--- config.mk ---
export PLATFORM = sky130hd
export DESIGN_NAME = dcfeb_optical_rx
export DESIGN_NICKNAME = d
export VERILOG_FILES = /design/src/hdl/frame_pkg.sv /design/src/hdl/link_pkg.sv /design/src/hdl/dcfeb_optical_rx.sv /design/src/hdl/comp_data_out.sv /design/src/hdl/link_monitor.sv /design/src/hdl/rx_frame_aligner.sv
export SDC_FILE = /design/constraint.sdc
export NUM_CORES = 2
export LEC_CHECK = 0
export BUFFER_PORTS_ARGS = -buffer_cell sky130_fd_sc_hd__buf_2
export CAP_MARGIN = 20
export CORE_UTILIZATION = 45
export DETAILED_ROUTE_END_ITERATION = 16
export SKIP_CTS_REPAIR_TIMING = 1
export SLEW_MARGIN = 20
export SYNTH_ARGS = -nofsm -noshare
export SYNTH_HDL_FRONTEND = slang
export SYNTH_SLANG_ARGS = --single-unit
--- constraint.sdc ---
create_clock -name clock -period 55.8 [get_ports clock]
set_input_delay 16.74 -clock clock [delete_from_list [all_inputs] [get_ports clock]]
set_output_delay 16.74 -clock clock [all_outputs]
set_load 0.02 [all_outputs]
--- src/hdl/frame_pkg.sv ---
`default_nettype none

// ----------------------------------------
// Comparator frame definitions
// ----------------------------------------
package frame_pkg;

  // Three data words of one bunch crossing
  //   bits 47:32 first word after header
  //   bits 31:16 second word
  //   bits 15:0  third word
  typedef logic [47:0] comp_frame_t;

  // One assembled frame as it leaves the aligner
  typedef struct packed {
    comp_frame_t frame;  // Comparator bits
    logic        valid;  // Single cycle pulse per frame
    logic        fc;     // Frame had the latency marker header
  } frame_beat_t;

endpackage

`default_nettype wire

--- src/hdl/link_pkg.sv ---
`default_nettype none

// ----------------------------------------
// Word level definitions of the fiber link
// ----------------------------------------
package link_pkg;

  // One decoded word from the transceiver, one per clock
  typedef struct packed {
    logic [15:0] data;          // Decoded byte pair
    logic        is_k;          // Word holds a k-character
    logic        disp_err;      // Running disparity error
    logic        not_in_table;  // Code group not in 8b/10b table
  } rx_word_t;

  // Header and idle codes, valid only with is_k set
  localparam logic [15:0] K_SOF  = 16'h50BC;  // Normal frame header
  localparam logic [15:0] K_FC   = 16'hFCBC;  // Latency marker header
  localparam logic [15:0] K_IDLE = 16'hBCBC;  // Idle comma between frames

  // Link quality as seen by the monitor
  typedef struct packed {
    logic        good;              // Clean run long enough
    logic        bad;               // Error limit reached
    logic        had_err;           // Sticky, any error since resync
    logic [7:0]  err_count;         // Words with any error
    logic [15:0] disperr_count;     // Disparity errors
    logic [15:0] notintable_count;  // Not-in-table errors
  } link_status_t;

endpackage

`default_nettype wire
--- src/hdl/dcfeb_optical_rx.sv ---
`timescale 1ns/1ns
`default_nettype none

module dcfeb_optical_rx #(
  parameter int DELAY_DEPTH = 16,  // Crossing delay taps
  parameter int GOOD_RUN    = 64,  // Clean words for link good
  parameter int BAD_LIMIT   = 16   // Errors for link bad
) (
  input  logic                           clock,
  input  logic                           gtx_rx_reset,
  input  logic                           ttc_resync,
  input  link_pkg::rx_word_t             rx_word,
  input  logic [$clog2(DELAY_DEPTH)-1:0] delay_is,
  output frame_pkg::comp_frame_t         gtx_rx_data,
  output logic                           gtx_rx_data_strobe,
  output logic                           gtx_rx_start,
  output logic                           gtx_rx_fc,
  output logic                           gtx_rx_valid,
  output link_pkg::link_status_t         link_status
);
  import link_pkg::*;
  import frame_pkg::*;

  frame_beat_t  beat;    // Aligner to output stage
  link_status_t status;  // Monitor to output stage

  // ----------------------------------------
  // Word stream consumers, side by side
  // ----------------------------------------
  rx_frame_aligner rx_frame_aligner_inst (
    .clock        (clock),
    .gtx_rx_reset (gtx_rx_reset),
    .rx_word      (rx_word),
    .beat         (beat),
    .rx_start     (gtx_rx_start)
  );

  link_monitor #(.GOOD_RUN(GOOD_RUN), .BAD_LIMIT(BAD_LIMIT)) link_monitor_inst (
    .clock        (clock),
    .gtx_rx_reset (gtx_rx_reset),
    .ttc_resync   (ttc_resync),
    .rx_word      (rx_word),
    .status       (status)
  );

  // Quality gate, delay line and output registers
  comp_data_out #(.DELAY_DEPTH(DELAY_DEPTH)) comp_data_out_inst (
    .clock              (clock),
    .gtx_rx_reset       (gtx_rx_reset),
    .beat               (beat),
    .status_in          (status),
    .delay_is           (delay_is),
    .gtx_rx_data        (gtx_rx_data),
    .gtx_rx_data_strobe (gtx_rx_data_strobe),
    .gtx_rx_valid       (gtx_rx_valid),
    .gtx_rx_fc          (gtx_rx_fc),
    .status_out         (link_status)
  );

endmodule

`default_nettype wire

--- src/hdl/comp_data_out.sv ---
`timescale 1ns/1ns
`default_nettype none

module comp_data_out #(
  parameter int DELAY_DEPTH = 16  // Taps in the crossing delay line
) (
  input  logic                               clock,
  input  logic                               gtx_rx_reset,
  input  frame_pkg::frame_beat_t             beat,        // Frame from aligner
  input  link_pkg::link_status_t             status_in,   // Status from monitor
  input  logic [$clog2(DELAY_DEPTH)-1:0]     delay_is,    // Frames of delay, 0 is current
  output frame_pkg::comp_frame_t             gtx_rx_data,
  output logic                               gtx_rx_data_strobe,
  output logic                               gtx_rx_valid,
  output logic                               gtx_rx_fc,
  output link_pkg::link_status_t             status_out
);
  import link_pkg::*;
  import frame_pkg::*;

  comp_frame_t dly_line [DELAY_DEPTH];  // Entry 0 holds newest frame
  comp_frame_t gated;                   // Frame after link quality check
  logic        untrusted;

  // Keep a bad link from feeding hot comparators downstream
  assign untrusted = !status_in.good || status_in.bad;
  assign gated     = untrusted ? '0 : beat.frame;

  // ----------------------------------------
  // Frame rate delay line
  // ----------------------------------------
  // Advances only on a beat, so delay counts frames, not clocks
  always_ff @(posedge clock or posedge gtx_rx_reset) begin
    if (gtx_rx_reset) begin
      for (int i = 0; i < DELAY_DEPTH; i++)
        dly_line[i] <= '0;  // Unwritten taps read zero
    end else if (beat.valid) begin
      dly_line[0] <= gated;
      for (int i = 1; i < DELAY_DEPTH; i++)
        dly_line[i] <= dly_line[i-1];
    end
  end

  assign gtx_rx_data = dly_line[delay_is];  // Tap select

  // ----------------------------------------
  // Registered flags and status
  // ----------------------------------------
  always_ff @(posedge clock or posedge gtx_rx_reset) begin
    if (gtx_rx_reset) begin
      gtx_rx_data_strobe <= 1'b0;
      gtx_rx_valid       <= 1'b0;
      gtx_rx_fc          <= 1'b0;
      status_out         <= '0;
    end else begin
      gtx_rx_data_strobe <= beat.valid;  // Same cycle the tap shows the frame
      gtx_rx_valid       <= beat.valid;
      gtx_rx_fc          <= beat.valid && beat.fc;
      status_out         <= status_in;
    end
  end

  // Frame from an untrusted link leaves tap 0 as zero
  a_strobe_gated: assert property (@(posedge clock) disable iff (gtx_rx_reset)
    beat.valid && untrusted |=>
      gtx_rx_data_strobe && (delay_is != '0 || gtx_rx_data == '0));

endmodule

`default_nettype wire

--- src/hdl/link_monitor.sv ---
`timescale 1ns/1ns
`default_nettype none

module link_monitor #(
  parameter int GOOD_RUN  = 64,  // Clean words before good rises
  parameter int BAD_LIMIT = 16   // Error count that latches bad
) (
  input  logic                   clock,
  input  logic                   gtx_rx_reset,
  input  logic                   ttc_resync,  // Clears counters and flags
  input  link_pkg::rx_word_t     rx_word,
  output link_pkg::link_status_t status
);
  import link_pkg::*;

  localparam int RUN_W = $clog2(GOOD_RUN + 1);

  logic             good;
  logic             bad;
  logic             had_err;
  logic [7:0]       err_count;
  logic [15:0]      disperr_count;
  logic [15:0]      notintable_count;
  logic [RUN_W-1:0] run_cnt;  // Consecutive clean words, saturates at GOOD_RUN
  logic             word_err;
  logic [7:0]       err_inc;  // Saturated next error count

  assign word_err = rx_word.disp_err || rx_word.not_in_table;
  assign err_inc  = (err_count == 8'hFF) ? 8'hFF : err_count + 8'd1;

  // ----------------------------------------
  // Counters and flags
  // ----------------------------------------
  always_ff @(posedge clock or posedge gtx_rx_reset) begin
    if (gtx_rx_reset) begin
      good             <= 1'b0;
      bad              <= 1'b0;
      had_err          <= 1'b0;
      err_count        <= 8'd0;
      disperr_count    <= 16'd0;
      notintable_count <= 16'd0;
      run_cnt          <= '0;
    end else if (ttc_resync) begin
      good             <= 1'b0;  // Link must prove itself again
      bad              <= 1'b0;
      had_err          <= 1'b0;
      err_count        <= 8'd0;
      disperr_count    <= 16'd0;
      notintable_count <= 16'd0;
      run_cnt          <= '0;
    end else if (word_err) begin
      good      <= 1'b0;     // Falls on the clock after a bad word
      had_err   <= 1'b1;
      run_cnt   <= '0;
      err_count <= err_inc;  // One count per word, whatever the flags
      if (int'(err_inc) >= BAD_LIMIT)
        bad <= 1'b1;         // Latched until resync
      if (rx_word.disp_err && disperr_count != 16'hFFFF)
        disperr_count <= disperr_count + 16'd1;
      if (rx_word.not_in_table && notintable_count != 16'hFFFF)
        notintable_count <= notintable_count + 16'd1;
    end else begin
      if (run_cnt != RUN_W'(GOOD_RUN))
        run_cnt <= run_cnt + 1'b1;
      // Rises with the GOOD_RUN-th clean word
      if (run_cnt == RUN_W'(GOOD_RUN - 1))
        good <= 1'b1;
    end
  end

  assign status = '{
    good:             good,
    bad:              bad,
    had_err:          had_err,
    err_count:        err_count,
    disperr_count:    disperr_count,
    notintable_count: notintable_count
  };

  // Error count only moves up between resyncs
  a_err_mono: assert property (@(posedge clock) disable iff (gtx_rx_reset)
    !ttc_resync |=> status.err_count >= $past(status.err_count));

endmodule

`default_nettype wire

--- src/hdl/rx_frame_aligner.sv ---
`timescale 1ns/1ns
`default_nettype none

module rx_frame_aligner (
  input  logic                   clock,
  input  logic                   gtx_rx_reset,
  input  link_pkg::rx_word_t     rx_word,   // Decoded word, one per clock
  output frame_pkg::frame_beat_t beat,      // Assembled frame event
  output logic                   rx_start   // First header seen
);
  import link_pkg::*;
  import frame_pkg::*;

  logic        in_frame;    // Header seen, collecting data words
  logic [1:0]  word_cnt;    // Data words taken so far
  logic        hdr_fc;      // Current frame opened with K_FC
  logic [31:0] partial;     // First two data words
  comp_frame_t frame_q;
  logic        valid_q;
  logic        fc_q;
  logic        hdr_is_fc;
  logic        is_hdr;
  logic        drop;        // Framing error, k-word inside frame

  // Header decode
  assign hdr_is_fc = rx_word.is_k && (rx_word.data == K_FC);
  assign is_hdr    = hdr_is_fc || (rx_word.is_k && (rx_word.data == K_SOF));
  assign drop      = in_frame && rx_word.is_k;

  // ----------------------------------------
  // Framing state
  // ----------------------------------------
  always_ff @(posedge clock or posedge gtx_rx_reset) begin
    if (gtx_rx_reset) begin
      in_frame <= 1'b0;
      word_cnt <= 2'd0;
      hdr_fc   <= 1'b0;
      valid_q  <= 1'b0;
      fc_q     <= 1'b0;
      rx_start <= 1'b0;
    end else begin
      valid_q <= 1'b0;  // Beat is a one clock pulse
      fc_q    <= 1'b0;
      if (is_hdr) begin
        // Also restarts a frame that a header cut short
        in_frame <= 1'b1;
        word_cnt <= 2'd0;
        hdr_fc   <= hdr_is_fc;
        rx_start <= 1'b1;  // Held until reset
      end else if (drop) begin
        in_frame <= 1'b0;  // Partial frame thrown away
      end else if (in_frame) begin
        if (word_cnt == 2'd2) begin
          in_frame <= 1'b0;  // Third word completes frame
          valid_q  <= 1'b1;
          fc_q     <= hdr_fc;
        end
        word_cnt <= word_cnt + 2'd1;
      end
    end
  end

  // Payload capture, data words only
  always_ff @(posedge clock) begin
    if (in_frame && !rx_word.is_k) begin
      case (word_cnt)
        2'd0:    partial[31:16] <= rx_word.data;
        2'd1:    partial[15:0]  <= rx_word.data;
        default: frame_q        <= {partial, rx_word.data};
      endcase
    end
  end

  assign beat = '{frame: frame_q, valid: valid_q, fc: fc_q};

  // A frame needs a header and three words, so beats never touch
  a_beat_gap: assert property (@(posedge clock) disable iff (gtx_rx_reset)
    beat.valid |=> !beat.valid);

endmodule

`default_nettype wire

* After elaboration in Yosys (flattened, before gate mapping)
Index checks and enable logic that the tools add are counted.
** Cells by class
- Reductions and logical operators :: 28
- Equal/unequal tests :: 10
- $add $sub $neg :: 5
- Bitwise logic cells :: 2
- Mux-type cells :: 39
- Magnitude comparators :: 2
** Operators with widths (count)
- 48-bit binary-select mux with 4-bit select :: 1
- 48-bit two-way mux :: 3
- 16-bit two-way mux :: 6
- 16-bit by 1-bit adder with 16-bit output, second input constant :: 2
- 16-bit != test, second input constant :: 2
- 8-bit two-way mux :: 3
- 7-bit two-way mux :: 3
- 1-bit two-way mux :: 20
- 16-bit by 15-bit equality test with 1-bit output, second input constant :: 1
- 16-bit equality test, second input constant :: 1
- 2-bit AND reduction :: 7
- 2-bit nonzero test :: 5
- 8-bit by 1-bit adder with 8-bit output, second input constant :: 1
- 8-bit equality test, second input constant :: 1
- 8-bit by 5-bit >= comparator with 1-bit output, second input constant :: 1
- 7-bit by 1-bit adder with 7-bit output, second input constant :: 1
- 7-bit by 6-bit equality test with 1-bit output, second input constant :: 1
- 1-bit logical AND :: 7
- 7-bit != test, second input constant :: 1
- 2-bit two-way mux :: 3
- 3-bit nonzero test :: 2
- 5-bit >= comparator, second input constant :: 1
- 4-bit inverter with 5-bit output :: 1
- 1-bit logical OR :: 3
- other kinds (8) :: 9
** Word-level totals
- Output and inout bits :: 95
- Register bits after elaboration :: 950
- Input bits :: 26

* Depth between registers and ports, before layout
- Depth in word-level cells :: 6
- Gate-level depth with buffers :: 6
- Mapped depth without buffers :: 5

* Cells and area by module
A second synthesis with hierarchy kept.
** Second synthesis, totals
- Cell total of the unflattened synthesis :: 2615
- Area, all modules :: 40844.2 µm²
** By module, submodules not included
- comp_data_out :: cells each 2174, times used 1, seq. area each 20344.5 µm², area each 35091.2 µm²
- link_monitor :: cells each 322, times used 1, seq. area each 1251.2 µm², area each 2957.8 µm²
- rx_frame_aligner :: cells each 119, times used 1, seq. area each 2577.5 µm², area each 2795.2 µm²

* Worst setup path after synthesis
No wires, ideal clock.
- Kind :: input port to output port
- From :: in delay_is[0]
- To :: out gtx_rx_data[11]
- Setup slack :: 20.906 ns
- Arrival :: 18.154 ns
- Required time :: 39.060 ns
- Cell stages on the path :: 6
- Path through :: clkbuf_1 > buf_2 > buf_2 > mux4_2 > a22oi_1 > nand2_1
** Between the ends
- Cells in the longest elaborated chain, start to end :: 4
** RTL lines
- from (decl) :: RTL line dcfeb_optical_rx.sv:13 : input logic [$clog2(DELAY_DEPTH)-1:0] delay_is,
- 4-bit inverter with 5-bit output (not written as such) :: RTL line comp_data_out.sv:44 : assign gtx_rx_data = dly_line[delay_is];
- 48-bit binary-select mux with 4-bit select :: RTL line comp_data_out.sv:44
- 48-bit two-way mux (not written as such) (2 in a row) :: RTL line comp_data_out.sv:44
- to (decl) :: RTL line dcfeb_optical_rx.sv:14 : output frame_pkg::comp_frame_t gtx_rx_data,
No other way between the ends. The select of a mux whose other input is x is not followed.

* Final worst setup path
- From :: in delay_is[1]
- To :: out gtx_rx_data[45]
The elaborated chain is that of the path after synthesis.

==> flow_metrics.env <==
export IMPL_finalPower_mw=1.45
export IMPL_vias=22000
export IMPL_fmax_mhz=27.2
export IMPL_antenna_cells=0
export IMPL_ys_warn_count=0
export IMPL_worst_slew_pin_slew_ps=1090
export IMPL_max_stage_delay_ps=800
export IMPL_dieHeight_um=302
export IMPL_slew_headroom_pct=27.2
export IMPL_grt_max_degree=196
export IMPL_fin_util_pct=51.6
export IMPL_cts_htree_levels=3
export IMPL_hp_class="reg2reg"
export IMPL_synth_area_leaders="dfrtp_1 (54%), mux2_2 (20%), mux4_2 (11%)"
export IMPL_dpl_cell_count=3731
export IMPL_dp_final_hpwl_mm=46.4
export IMPL_synth_seq_cells=950
export IMPL_cts_tree="built"
export IMPL_fillers=7199
export IMPL_synth_distinct_cells=51
export IMPL_synth_largest_area_cell="dfrtp_1"
export IMPL_synth_fa_ha_area_share_pct=0.247
export IMPL_rsz0062_at_grt="no"
export IMPL_synth_async_reset_ratio_pct=91.6
export IMPL_layout_nets=2707
export IMPL_netlist_instances=2585
export IMPL_insertion_delay_ps=660
export IMPL_die_w_um=302
export IMPL_ir_worst_vdd_uv=24.3
export IMPL_powerDensity_nw_per_um2=31.6
export IMPL_syn_nets=2619
export IMPL_clockBufferDepth=3
export IMPL_layout_commonest_cell="dfrtp_1"
export IMPL_ant_nets=0
export IMPL_run_status="complete, no violations"
export IMPL_synth_top_area_share_pct=53.7
export IMPL_coreArea_um2=88800
export IMPL_grt_pass1_wl_mm=133
export IMPL_hold_viol=0
export IMPL_synth_mux_area_share_pct=31.0
export IMPL_final_setup_tns_ps=0
export IMPL_portBuffers=120
export IMPL_vias_per_cell=5.60
export IMPL_finalNonFillerCells=3923
export IMPL_cpMaxStageDelayCell="buf_4"
export IMPL_globalRouteOverflowTotal=0
export IMPL_drc=0
export IMPL_fin_crit_ps=36750
export IMPL_syn2layout_area_growth_pct=13.0
export IMPL_start_util_pct=45.7
export IMPL_fin_crit_sh_pct=65.9
export IMPL_cp_end_kind="output port"
export IMPL_layout_common_cells="dfrtp_1 (869), mux2_2 (727), mux4_2 (192)"
export IMPL_drv_cap=0
export IMPL_antenna_found_initial=15
export IMPL_drt_first_pass_iters=4
export IMPL_grt_pass1_vias=23900
export IMPL_cp_start_kind="input port"
export IMPL_cts_sinks=950
export IMPL_finalInstanceArea_um2=45800
export IMPL_globalplace_congestion=0.751
export IMPL_critical_path_class="in2out"
export IMPL_synth_compound_area_share_pct=3.41
export IMPL_drt_iter0_drc=1227
export IMPL_io_pins=121
export IMPL_grt_total_usage_pct=18.3
export IMPL_slew_viol_final=0
export IMPL_ys_flop_type="dfrtp_1"
export IMPL_rows=109
export IMPL_dpl_cell_area_um2=42100
export IMPL_finalSetupViolCount=0
export IMPL_syn_area_um2=40500
export IMPL_synth_edff_count=80
export IMPL_syn_area_per_cell_um2=15.7
export IMPL_worstPathArrival_ps=20010
export IMPL_synth_top_family_by_area="multiplexers"
export IMPL_numCtsBuffers=103
export IMPL_yosysSeqAreaShare_pct=59.6
export IMPL_synthSimpleGateAreaFrac_pct=3.25
export IMPL_path_clk_slew_ps=60
export IMPL_p_leak_nw=21.5
export IMPL_worstPathMaxFanout=98
export IMPL_dieArea_um2=91300
export IMPL_timing_critical_path_mode_cell="buf_4"
export IMPL_routedWlPerCell_um=20.4
export IMPL_drive_gt1_share_pct=45.3
export IMPL_synth_xor_area_share_pct=0.108
export IMPL_required_ps=39060
export IMPL_finClkSkew_ps=26.6
export IMPL_cp_cell_sequence="clkbuf_8 > buf_4 > buf_4 > mux4_2 > a22oi_1 > nand2_1 > buf_2"
export IMPL_clockRootBuffer="clkbuf_16"
export IMPL_wirelength_mm=80.0
## final timing paths
path                                               start  slack [ps]                           endpoint  depth (start not counted)
min in group asynchronous                   gtx_rx_reset       16220  comp_data_out_inst.status_out[33]                          2
setup reg to reg           rx_frame_aligner_inst.valid_q       51610   comp_data_out_inst.dly_line[588]                          4
hold / removal                 link_monitor_inst.had_err         400  comp_data_out_inst.status_out[40]                          0
setup / recovery                             delay_is[1]       19060                    gtx_rx_data[45]                          7
max in group asynchronous                   gtx_rx_reset       35550   comp_data_out_inst.dly_line[313]                          6
hold reg to reg                link_monitor_inst.had_err         400  comp_data_out_inst.status_out[40]                          0
## cells in the mapped netlist (5+ instances only)
cell type / number
a211oi_1: 7
a21oi_1: 20
a22oi_1: 96
and2_1: 6
and3_1: 8
buf_1: 5
buf_2: 93
clkbuf_1: 65
dfrtp_1: 870
edfxtp_1: 80
ha_1: 8
inv_1: 60
mux2_2: 727
mux4_2: 192
nand2_1: 119
nand3_1: 15
nand4_1: 11
nor2_1: 38
nor2b_1: 11
nor3_1: 14
nor4_1: 6
o21ai_0: 60
o31ai_1: 6
or4_1: 9
## power breakdown
| group | internal, mW | leakage (nW) | switching, mW | total [mW] |
|---|---|---|---|---|
| Clock | 0.437 | 1.78 | 0.275 | 0.711 |
| Combinational | 0.00895 | 6.88 | 0.0289 | 0.0378 |
| Sequential | 0.698 | 12.9 | 0.00109 | 0.699 |
## logic make-up after synthesis
kind of cell / Yosys count
flip-flops: 950
multiplexers: 923
AND/OR/NAND/NOR: 265
buffers and inverters: 225
AO/OA/AOI/OAI: 209
adder cells (fa/ha/maj): 8
XOR/XNOR: 5
## layout make-up
type / instances / area (µm²) / share of cell area, %
well taps: 1165 / 1460 / 3.18
clock inverters: 34 / 536 / 1.17
multi-input cells: 1410 / 15400 / 33.7
clock buffers: 156 / 3080 / 6.72
inverters: 60 / 233 / 0.508
flip-flops and latches: 950 / 24200 / 52.8
repair buffers: 148 / 918 / 2.00
## state kept, by name (all words and copies together), names as in the netlist, 2 cells and up
name,count
comp_data_out_inst.dly_line,768
comp_data_out_inst.status_out,43
link_monitor_inst.disperr_count,16
link_monitor_inst.err_count,8
link_monitor_inst.notintable_count,16
link_monitor_inst.run_cnt,7
rx_frame_aligner_inst.frame_q,48
rx_frame_aligner_inst.partial,32
rx_frame_aligner_inst.word_cnt,2
## routing by layer
metal | vias to the layer above | track usage, % | share of wire (%)
li1 | 9829 | - | -
met5 | - | 0 | 0.18
met1 | 11600 | 24.3 | 43
met2 | 364 | 30.1 | 49
met4 | 24 | 5.58 | 2.4
met3 | 141 | 4.07 | 5.2
## through the flow
step | worst slack (ps) | hold WS [ps]
global placement | 18630 | 367
detailed placement | 18610 | 378
global route | 18630 | 400
floorplan | 14610 | 352
finish | 19060 | 395
CTS | 18600 | 391
## worst max-delay path, delay by kind of cell
kind | cells | cell delay (ps)
buf+inv | 4 | 2370
mux | 1 | 420
compound gates | 1 | 210
simple gates | 1 | 160
(Power assumes the default switching activity.)
